File: src/source/hand_link_defs.svh
`ifndef HAND_LINK_DEFS_SVH
`define HAND_LINK_DEFS_SVH

// system clock rate in hz
`define HAND_LINK_CLK_HZ 65000000

// serial line rate between the camera boards
`define HAND_LINK_BAUD 115200

// clock cycles per serial bit, 564 at 65 mhz
`define HAND_LINK_CLKS_PER_BIT (`HAND_LINK_CLK_HZ / `HAND_LINK_BAUD)

// frame sync value and lengths in bytes
`define HAND_LINK_SYNC_BYTE 8'hFF
`define HAND_LINK_SYNC_LEN 3
`define HAND_LINK_PAYLOAD_LEN 6

// width of the display refresh counter
// top three bits pick the active digit
`define HAND_LINK_REFRESH_BITS 16

`endif

File: src/source/hand_link_pkg.sv
package hand_link_pkg;

  // one camera coordinate, 12 bits
  typedef logic [11:0] coord_t;

  // serial receiver states
  typedef enum logic [1:0] {
    IDLE  = 2'd0,
    START = 2'd1,
    DATA  = 2'd2,
    STOP  = 2'd3
  } rx_state_e;

  // frame parser states
  // hunt looks for the sync run, payload collects the six bytes
  typedef enum logic {
    HUNT    = 1'b0,
    PAYLOAD = 1'b1
  } parse_state_e;

endpackage

File: src/source/uart_rx.sv
`timescale 1ns/100ps
`include "hand_link_defs.svh"

module uart_rx (
  input  logic       clk_65mhz,
  input  logic       sys_rst,
  input  logic       rxd,
  output logic [7:0] rx_byte,
  output logic       rx_valid
);

  localparam int CPB = `HAND_LINK_CLKS_PER_BIT;
  localparam int TW  = $clog2(CPB);
  // last count of a full bit and of half a bit
  localparam logic [TW-1:0] BIT_LAST  = TW'(CPB - 1);
  localparam logic [TW-1:0] HALF_LAST = TW'(CPB / 2 - 1);

  hand_link_pkg::rx_state_e state;

  logic          rxd_meta;
  logic          rxd_sync;
  logic [TW-1:0] timer;
  logic [2:0]    bit_idx;
  logic [7:0]    shift_reg;
  // set while waiting out the rest of a bad stop bit
  logic          stop_err;

  // two-flop synchronizer, line idles high
  always_ff @(posedge clk_65mhz) begin
    if (sys_rst) begin
      rxd_meta <= 1'b1;
      rxd_sync <= 1'b1;
    end else begin
      rxd_meta <= rxd;
      rxd_sync <= rxd_meta;
    end
  end

  // shift register and output byte carry no reset
  always_ff @(posedge clk_65mhz) begin
    if (state == hand_link_pkg::DATA && timer == BIT_LAST) begin
      // lsb arrives first, shift in from the top
      shift_reg <= {rxd_sync, shift_reg[7:1]};
    end
    if (state == hand_link_pkg::STOP && !stop_err && timer == BIT_LAST && rxd_sync) begin
      rx_byte <= shift_reg;
    end
  end

  always_ff @(posedge clk_65mhz) begin
    if (sys_rst) begin
      state    <= hand_link_pkg::IDLE;
      timer    <= '0;
      bit_idx  <= '0;
      stop_err <= 1'b0;
      rx_valid <= 1'b0;
    end else begin
      rx_valid <= 1'b0;
      case (state)
        hand_link_pkg::IDLE: begin
          timer   <= '0;
          bit_idx <= '0;
          // low line means a possible start bit
          if (!rxd_sync) begin
            state <= hand_link_pkg::START;
          end
        end
        hand_link_pkg::START: begin
          if (timer == HALF_LAST) begin
            timer <= '0;
            // glitch if the line is back high at mid start bit
            state <= rxd_sync ? hand_link_pkg::IDLE : hand_link_pkg::DATA;
          end else begin
            timer <= timer + 1'b1;
          end
        end
        hand_link_pkg::DATA: begin
          if (timer == BIT_LAST) begin
            timer   <= '0;
            bit_idx <= bit_idx + 1'b1;
            if (bit_idx == 3'd7) begin
              state <= hand_link_pkg::STOP;
            end
          end else begin
            timer <= timer + 1'b1;
          end
        end
        hand_link_pkg::STOP: begin
          if (stop_err) begin
            // hold until the stop bit would have ended
            if (timer == HALF_LAST) begin
              stop_err <= 1'b0;
              state    <= hand_link_pkg::IDLE;
            end else begin
              timer <= timer + 1'b1;
            end
          end else if (timer == BIT_LAST) begin
            timer <= '0;
            if (rxd_sync) begin
              rx_valid <= 1'b1;
              state    <= hand_link_pkg::IDLE;
            end else begin
              // framing error, byte is dropped
              stop_err <= 1'b1;
            end
          end else begin
            timer <= timer + 1'b1;
          end
        end
        default: state <= hand_link_pkg::IDLE;
      endcase
    end
  end

endmodule

File: src/source/hand_frame_parser.sv
`timescale 1ns/100ps
`include "hand_link_defs.svh"

module hand_frame_parser (
  input  logic                  clk_65mhz,
  input  logic                  sys_rst,
  input  logic [7:0]            rx_byte,
  input  logic                  rx_valid,
  output hand_link_pkg::coord_t hand_z_bottom,
  output hand_link_pkg::coord_t remote_y_bottom,
  output hand_link_pkg::coord_t hand_z_top,
  output hand_link_pkg::coord_t remote_y_top,
  output logic                  frame_valid
);

  localparam int SYNC_LEN = `HAND_LINK_SYNC_LEN;
  localparam int PAY_LEN  = `HAND_LINK_PAYLOAD_LEN;
  localparam int SW       = $clog2(SYNC_LEN);
  localparam int BW       = $clog2(PAY_LEN);
  localparam logic [SW-1:0] SYNC_LAST = SW'(SYNC_LEN - 1);
  localparam logic [BW-1:0] BYTE_LAST = BW'(PAY_LEN - 1);

  hand_link_pkg::parse_state_e state;

  logic [SW-1:0] sync_cnt;
  logic [BW-1:0] byte_cnt;
  // first five payload bytes, the sixth is taken straight from rx_byte
  logic [7:0]    stage [PAY_LEN-1];

  // staging buffer has no reset
  always_ff @(posedge clk_65mhz) begin
    if (state == hand_link_pkg::PAYLOAD && rx_valid && byte_cnt != BYTE_LAST) begin
      stage[byte_cnt] <= rx_byte;
    end
  end

  always_ff @(posedge clk_65mhz) begin
    if (sys_rst) begin
      state           <= hand_link_pkg::HUNT;
      sync_cnt        <= '0;
      byte_cnt        <= '0;
      hand_z_bottom   <= '0;
      remote_y_bottom <= '0;
      hand_z_top      <= '0;
      remote_y_top    <= '0;
      frame_valid     <= 1'b0;
    end else begin
      frame_valid <= 1'b0;
      if (rx_valid) begin
        case (state)
          hand_link_pkg::HUNT: begin
            if (rx_byte == `HAND_LINK_SYNC_BYTE) begin
              if (sync_cnt == SYNC_LAST) begin
                sync_cnt <= '0;
                byte_cnt <= '0;
                state    <= hand_link_pkg::PAYLOAD;
              end else begin
                sync_cnt <= sync_cnt + 1'b1;
              end
            end else begin
              // broken sync run, start counting again
              sync_cnt <= '0;
            end
          end
          hand_link_pkg::PAYLOAD: begin
            // payload bytes are taken whatever their value, 0xff included
            if (byte_cnt == BYTE_LAST) begin
              // x goes out as depth, the second camera sees the side view
              hand_z_bottom   <= {stage[0], stage[1][7:4]};
              remote_y_bottom <= {stage[1][3:0], stage[2]};
              hand_z_top      <= {stage[3], stage[4][7:4]};
              remote_y_top    <= {stage[4][3:0], rx_byte};
              frame_valid     <= 1'b1;
              byte_cnt        <= '0;
              state           <= hand_link_pkg::HUNT;
            end else begin
              byte_cnt <= byte_cnt + 1'b1;
            end
          end
          default: state <= hand_link_pkg::HUNT;
        endcase
      end
    end
  end

endmodule

File: src/source/seven_segment_controller.sv
`timescale 1ns/100ps
`include "hand_link_defs.svh"

module seven_segment_controller (
  input  logic        clk_65mhz,
  input  logic        sys_rst,
  input  logic [31:0] val,
  output logic [7:0]  an,
  output logic [6:0]  cat
);

  localparam int RB = `HAND_LINK_REFRESH_BITS;

  logic [RB-1:0] refresh_cnt;
  logic [2:0]    digit;
  logic [3:0]    nibble;
  // active-high glyph, bit 0 is segment a
  logic [6:0]    glyph;

  // top bits of the free-running counter pick the digit
  assign digit  = refresh_cnt[RB-1 -: 3];
  assign nibble = val[digit*4 +: 4];

  // hex glyph table, segments g down to a
  always_comb begin
    case (nibble)
      4'h0: glyph = 7'b0111111;
      4'h1: glyph = 7'b0000110;
      4'h2: glyph = 7'b1011011;
      4'h3: glyph = 7'b1001111;
      4'h4: glyph = 7'b1100110;
      4'h5: glyph = 7'b1101101;
      4'h6: glyph = 7'b1111101;
      4'h7: glyph = 7'b0000111;
      4'h8: glyph = 7'b1111111;
      4'h9: glyph = 7'b1101111;
      4'hA: glyph = 7'b1110111;
      4'hB: glyph = 7'b1111100;
      4'hC: glyph = 7'b0111001;
      4'hD: glyph = 7'b1011110;
      4'hE: glyph = 7'b1111001;
      default: glyph = 7'b1110001;
    endcase
  end

  always_ff @(posedge clk_65mhz) begin
    if (sys_rst) begin
      refresh_cnt <= '0;
      // all digits dark, all segments off
      an          <= 8'hFF;
      cat         <= 7'h7F;
    end else begin
      refresh_cnt <= refresh_cnt + 1'b1;
      // one anode low at a time
      an          <= ~(8'b1 << digit);
      // segments are active low
      cat         <= ~glyph;
    end
  end

endmodule

File: src/source/hand_link_top.sv
`timescale 1ns/100ps

module hand_link_top (
  input  logic                  clk_65mhz,
  input  logic                  sys_rst,
  input  logic                  rxd,
  output hand_link_pkg::coord_t hand_z_bottom,
  output hand_link_pkg::coord_t remote_y_bottom,
  output hand_link_pkg::coord_t hand_z_top,
  output hand_link_pkg::coord_t remote_y_top,
  output logic                  frame_valid,
  output logic [7:0]            an,
  output logic [6:0]            cat
);

  logic [7:0]  rx_byte;
  logic        rx_valid;
  logic [31:0] disp_word;

  // serial bytes from the second camera board
  uart_rx u_rx (
    .clk_65mhz (clk_65mhz),
    .sys_rst   (sys_rst),
    .rxd       (rxd),
    .rx_byte   (rx_byte),
    .rx_valid  (rx_valid)
  );

  // sync hunting and coordinate unpacking
  hand_frame_parser u_parser (
    .clk_65mhz       (clk_65mhz),
    .sys_rst         (sys_rst),
    .rx_byte         (rx_byte),
    .rx_valid        (rx_valid),
    .hand_z_bottom   (hand_z_bottom),
    .remote_y_bottom (remote_y_bottom),
    .hand_z_top      (hand_z_top),
    .remote_y_top    (remote_y_top),
    .frame_valid     (frame_valid)
  );

  // bottom point on the display, digits 7 and 3 blank as zero
  assign disp_word = {4'h0, hand_z_bottom, 4'h0, remote_y_bottom};

  seven_segment_controller u_display (
    .clk_65mhz (clk_65mhz),
    .sys_rst   (sys_rst),
    .val       (disp_word),
    .an        (an),
    .cat       (cat)
  );

endmodule

File: config.mk
export PLATFORM = sky130hd
export DESIGN_NAME = hand_link_top
export DESIGN_NICKNAME = d
export VERILOG_FILES = /design/src/source/hand_link_pkg.sv /design/src/source/uart_rx.sv /design/src/source/hand_frame_parser.sv /design/src/source/seven_segment_controller.sv /design/src/source/hand_link_top.sv
export VERILOG_INCLUDE_DIRS = /design/src /design/src/source
export SDC_FILE = /design/constraint.sdc
export NUM_CORES = 1
export LEC_CHECK = 0
export CAP_MARGIN = 10
export CORE_ASPECT_RATIO = 0.9
export CORE_MARGIN = 3
export CORE_UTILIZATION = 60
export DETAILED_ROUTE_END_ITERATION = 16
export DONT_BUFFER_PORTS = 1
export GPL_TIMING_DRIVEN = 0
export PLACE_DENSITY = 0.76
export SYNTH_ARGS = -nofsm -noshare
export SYNTH_HDL_FRONTEND = slang
export SYNTH_SLANG_ARGS = --single-unit
File: constraint.sdc
create_clock -name clk_65mhz -period 3.3 [get_ports clk_65mhz]
set_clock_uncertainty 0.2 [all_clocks]
set_input_delay 0.33 -clock clk_65mhz [delete_from_list [all_inputs] [get_ports clk_65mhz]]
set_output_delay 0.33 -clock clk_65mhz [all_outputs]
set_load 0.02 [all_outputs]
# After elaboration in Yosys (flattened, before gate mapping)
# Memory sizes are Yosys's and may differ from the RTL's. A register that Yosys moved wholly into a read port is not among the register bits.
# Index checks and enable logic that the tools add are counted.
[classes]
n_addsub = 5
shifts = 2
reduce_logical = 16
bitwise = 6
n_mux = 35
n_eq_ne = 20
[op_table]
columns = ["cell", "count"]
rows = [
  ["two-way mux 10 bit", 4],
  ["case mux 10 bit (4 select lines)", 1],
  ["indexed part select 32 x 6 -> 4 bit", 1],
  ["two-way mux 2 bit", 11],
  ["adder 16 x 1 -> 16 bit (second input constant)", 1],
  ["two-way mux 3 bit", 4],
  ["case mux 3 bit (2 select lines)", 2],
  ["two-way mux 1 bit", 11],
  ["adder 10 x 1 -> 10 bit (second input constant)", 1],
  ["== test 10 bit (second input constant)", 1],
  ["== test 10 x 9 -> 1 bit (second input constant)", 1],
  ["!= test 3 bit (second input constant)", 3],
  ["== test 8 bit (second input constant)", 1],
  ["NOT 8 bit", 1],
  ["case mux 2 bit (4 select lines)", 1],
  ["left shift 1 x 3 -> 8 bit (first input constant)", 1],
  ["NOT 7 bit", 1],
  ["AND reduction 7 bit", 1],
  ["adder 3 x 1 -> 3 bit (second input constant)", 2],
  ["== test 2 bit (second input constant)", 3],
  ["== test 3 bit (second input constant)", 2],
  ["logical AND 1 bit", 6],
  ["!= test 2 x 1 -> 1 bit (second input constant)", 3],
  ["!= test 2 bit (second input constant)", 3],
  ["13 further kinds", 18],
]
[word_totals]
inputBits = 3
mem_bits_ro = 112
output_inout_bits = 64
reg_bits = 85
memories = 2
ramBits = 40
[mem_list]
columns = ["memory", "words", "width", "rd", "rd_clocked_by_memory_dff", "write_ports", "line", "rtl"]
rows = [
  ["(name not given)", 16, 7, 1, 0, 0, "seven_segment_controller.sv:26", "case (nibble)"],
  ["u_parser.stage", 5, 8, 5, 5, 1, "hand_frame_parser.sv:28", "logic [7:0] stage [PAY_LEN-1];"],
]

# Depth between registers and ports, before layout
[depth]
depth_word = 4
depth_mapped = 11
ltp_nobuf = 9

# Hierarchy
# Synthesis repeated with hierarchy kept, for this count alone.
[unflattened]
cells_unflattened = 604
hier_area_um2 = 6308.6
[by_module_without_submodules]
columns = ["module", "area_per_inst_um2", "instances", "cells_each"]
rows = [
  ["hand_frame_parser", 3208.1, 1, 294],
  ["seven_segment_controller", 1584.0, 1, 175],
  ["uart_rx", 1512.7, 1, 134],
  ["hand_link_top", 3.8, 1, 1],
]

# Worst setup path after synthesis
# No wires, ideal clock.
[synth_timing]
path_type = "reg2reg"
start = "register u_rx.timer[0]"
end = "register u_rx.rx_byte[0] (enable)"
path_slack_ns = 0.768
path_buffers = 0
synth_period_minus_slack_ns = 2.532
path_stages_with_launch = 5
arrival_time_ns = 1.945
setup_ns = 0.387
path_cell_list = "dfxtp_1 ha_1 nor4bb_1 nand3_1 nor3b_1"
[synth_via]
elab_chain_cells = 3
[synth_lines]
columns = ["element", "line", "rtl"]
rows = [
  ["start: declaration", "uart_rx.sv:22", "logic [TW-1:0] timer;"],
  ["start signal: assignment", "uart_rx.sv:74", "timer <= timer + 1'b1;"],
  ["start signal: assignment", "uart_rx.sv:85", "timer <= timer + 1'b1;"],
  ["start signal: assignment", "uart_rx.sv:95", "timer <= timer + 1'b1;"],
  ["== test 10 bit", "uart_rx.sv:45", "if (state == hand_link_pkg::STOP && !stop_err && timer == BIT_LAST && rxd_sync) begin"],
  ["logical AND 1 bit (2 in a row)", "uart_rx.sv:45", ""],
  ["end signal: assignment", "uart_rx.sv:46", "rx_byte <= shift_reg;"],
  ["end: declaration", "uart_rx.sv:8", "output logic [7:0] rx_byte,"],
]
# No other way between the ends.
# A chain may end at the register's enable or synchronous reset.

# Final worst setup path
[layout_timing]
start = "register u_display.refresh_cnt[14]"
end = "register u_display.cat[3]"
[layout_via]
elab_chain_cells = 3
[layout_lines]
columns = ["element", "line", "rtl"]
rows = [
  ["start: declaration", "seven_segment_controller.sv:14", "logic [RB-1:0] refresh_cnt;"],
  ["start signal: assignment", "seven_segment_controller.sv:53", "refresh_cnt <= refresh_cnt + 1'b1;"],
  ["indexed part select 32 x 6 -> 4 bit", "seven_segment_controller.sv:22", "assign nibble = val[digit*4 +: 4];"],
  ["memory read (16 x 7 bit)", "n/a", ""],
  ["NOT 7 bit", "seven_segment_controller.sv:57", "cat <= ~glyph;"],
  ["end signal: assignment", "seven_segment_controller.sv:57", ""],
  ["end: declaration", "seven_segment_controller.sv:9", "output logic [6:0] cat"],
]
# No other way between the ends.

==> metrics.yaml <==
track_usage_pct: 23.86
start_kind: "register"
synth_seq_cells: 161
clockBufferDepth: 2
core_sq_mm: 0.009784
yosysTopAreaCellShare_pct: 34.48
synth_edf_count: 56
path_delay_family: "compound AO/OA/AOI/OAI gates"
num-nets-final: 617
largest_reg_flops: 40
post_drt_wl_per_cell_um: 17.79
syn_inst: 581
post-route-util_pct: 70.51
ys.flop_type: "dfxtp_1"
antennaDiodeCount: 0
synth_mux_area_share_pct: 1.888
clkPwrFrac_pct: 49.0
period_share_pct: 93.14
postSynthAreaPerCell_sq_um: 10.49
synth_top_family_by_area: "simple AND/OR/NAND/NOR gates"
placed_cells: 708
powerDensity_mw_per_mm2: 597.5
p_leak_nw: 2.362
r2r_start: "u_display.refresh_cnt[14]$_SDFF_PP0_"
synth_area_sq_mm: 0.006096
synth-xor-area-share_pct: 2.730
multi_input_area_sq_mm: 0.002138
cpMostUsedCell: "inv_1"
syn-num-nets: 595
ff2ff_setup_slack_ns: 0.23
ys_top_cells_by_area: "dfxtp_1 34%, edfxtp_1 28%, nand2_1 7.2%"
reg_top3: "u_parser.stage x40, u_display.refresh_cnt x16"
die_w_um: 112.2
synthAdderAreaFrac_pct: 2.258
crit_required_ns: 3.40
yosys.area_share.simple_pct: 17.86
ant_nets: 0
regMostFlops: "u_parser.stage"
synth-async-reset-ratio_pct: 0
clock_sinks: 161
synth-compound-area-share_pct: 10.24
switching_share_pct: 20.28
dp_hpwl_um: 9063
mostFrequentLayoutCells: "117 x nand2_1, 105 x dfxtp_1, 64 x a21oi_1, 56 x edfxtp_1, 47 x nor2_1"
switchingPower_mw: 0.8359
crit_end: "u_display.cat[3]$_SDFF_PP1_"
drt-initial-drc-count: 392
maxSlewViolCount: 0
layout_setup_ws_ns: 0.2263
crit_buf_inv: 4
cp-startpoint: "u_display.refresh_cnt[14]$_SDFF_PP0_"
min_from: "sys_rst"
status: "finished clean"
drive_above_1_share_pct: 9.091
first_pass_iters: 7
dpl-instance-area_sq_mm: 0.006267
worstMarginPinSlew_ns: 1.204
start_util_pct: 62.30
relSlewSlack_pct: 19.12
clock_latency_ns: 0.43
crit_type: "reg -> reg"
finalInstanceArea_sq_mm: 0.006899
layout_min_cycle_time_ns: 3.074
drc: 0
ys_warn_count: 0
grt_max_degree: 17
cp_max_fo: 10
slowest_delay_ns: 0.53
setup_tns_ns: 0
reg2reg_to: "u_display.cat[3]$_SDFF_PP1_"
cp_slowest_cell: "o21ai_0"
fillers: 691
rr_worst_depth: 11
setup_viol: 0
critPathCaptureType: "register"
gr-total-overflow: 0
dieArea_sq_mm: 0.01141
power.internal_mw: 3.286
postRouteWirelength_um: 13200
num_vias: 4358
power.share.combinational_pct: 1.1
io_pins: 67
place_ws_ns: 0.2126
hold_viol: 0
cts_tree: "done"
place.gp.congestion: 0.8467
fmax_ghz: 0.3253
final_cells: 742
synth_top_area_cell: "dfxtp_1"
path_cells: "buf_6 > buf_2 > mux2i_1 > o2bb2ai_1 > o21ai_0 > inv_1 > ha_1 > inv_1 > nor3_1 > a2111oi_0 > nor2_1"
antenna_found_initial: 0
row_count: 34
min_path_type: "in -> reg"
rsz0062_at_grt: "no"
cts_max_level: 4
total_power_mw: 4.122
cts_inserted_buffers: 17
final_common_cell: "nand2_1"
ir_drop_v: 0.0005301
pwr-share-seq_pct: 49.9
ctsRootBufferMaster: "clkbuf_16"
die_height_um: 101.6
grt_pass1_vias: 4193
whs_ns: 0.2180
grt_pass1_wl_um: 21000
regArea_sq_mm: 0.003784
viasPerCell: 5.873
ys_seq_area_share_pct: 62.07
ys_types: 54
port_buffers: 0
path_clk_slew_ns: 0.06
cp.arrival_ns: 3.17
cp.depth: 11
syn_to_final_growth_pct: 13.18
drv_cap: 0
## cell type report
cell class                      instances  share of cell area (%)
Sequential cell                       161                   54.84
Clock buffer                           21                   7.145
Clock inverter                         11                   1.795
Tap cell                              126                   2.285
Timing Repair Buffer                    3                  0.3264
Inverter                                7                  0.3808
Buffer                                 32                   2.231
Multi-Input combinational cell        381                   30.99
## worst min path at each step
| stage | end | slack [ns] | cells past startpoint |
|---|---|---|---|
| after floorplan | u_rx.rxd_sync$_SDFF_PP1_ | 0.19 | 1 |
| after CTS | u_rx.rxd_sync$_SDFF_PP1_ | 0.23 | 1 |
| after global routing | u_rx.rxd_sync$_SDFF_PP1_ | 0.24 | 1 |
| after global placement | u_rx.rxd_sync$_SDFF_PP1_ | 0.20 | 1 |
| after detailed placement | u_rx.rxd_sync$_SDFF_PP1_ | 0.21 | 1 |
| final | u_rx.rx_valid$_SDFF_PP0_ | 0.22 | 2 |
## kinds of logic after synthesis
| kind of cell | count (synthesis) |
|---|---|
| adder cells (fa/ha/maj) | 11 |
| multiplexers | 10 |
| AO/OA/AOI/OAI | 102 |
| buffers and inverters | 39 |
| AND/OR/NAND/NOR | 239 |
| XOR/XNOR | 19 |
| flip-flops | 161 |
## repair_timing
action,CTS,global route
endpoints found under the setup margin,0,0
buffers inserted,0,0
hold buffers,1,0
hold endpoints to repair,1,0
gates resized for setup,0,0
## worst reg2reg max path, stage by stage, from the launching register on
cell and delay (ns):
dfxtp_1 0.32, buf_6 0.15, buf_2 0.25, mux2i_1 0.21, o2bb2ai_1 0.10, o21ai_0 0.53
inv_1 0.18, ha_1 0.25, inv_1 0.12, nor3_1 0.07, a2111oi_0 0.49, nor2_1 0.07
## power groups by stage
stage               Sequential (mW)  Clock [mW]  Combinational (mW)
floorplan                      2.10           0              0.0295
global placement               2.10           0              0.0414
detailed placement             2.10           0              0.0426
CTS                            2.06        2.02              0.0439
global route                   2.06        2.11              0.0482
finish                         2.06        2.02              0.0442
## routing by layer
| layer | vias up | GRT usage (%) | share of wire, % |
|---|---|---|---|
| li1 | 2073 | - | - |
| met1 | 2085 | 28.73 | 41 |
| met2 | 174 | 40.36 | 49 |
| met3 | 26 | 7.527 | 8.8 |
| met4 | 0 | 9.612 | 1.8 |
| met5 | - | 0 | 0 |
## synth_stat cells, drive strengths merged (7+ instances only)
cell / instances
xor2: 12
dfxtp: 105
buf: 13
nor2: 47
nand3: 16
nor3: 10
edfxtp: 56
xnor2: 7
ha: 11
nor2b: 7
a21oi: 64
clkbuf: 19
nand2: 117
inv: 7
o21ai: 8
Power figures use the tool's default switching activity.
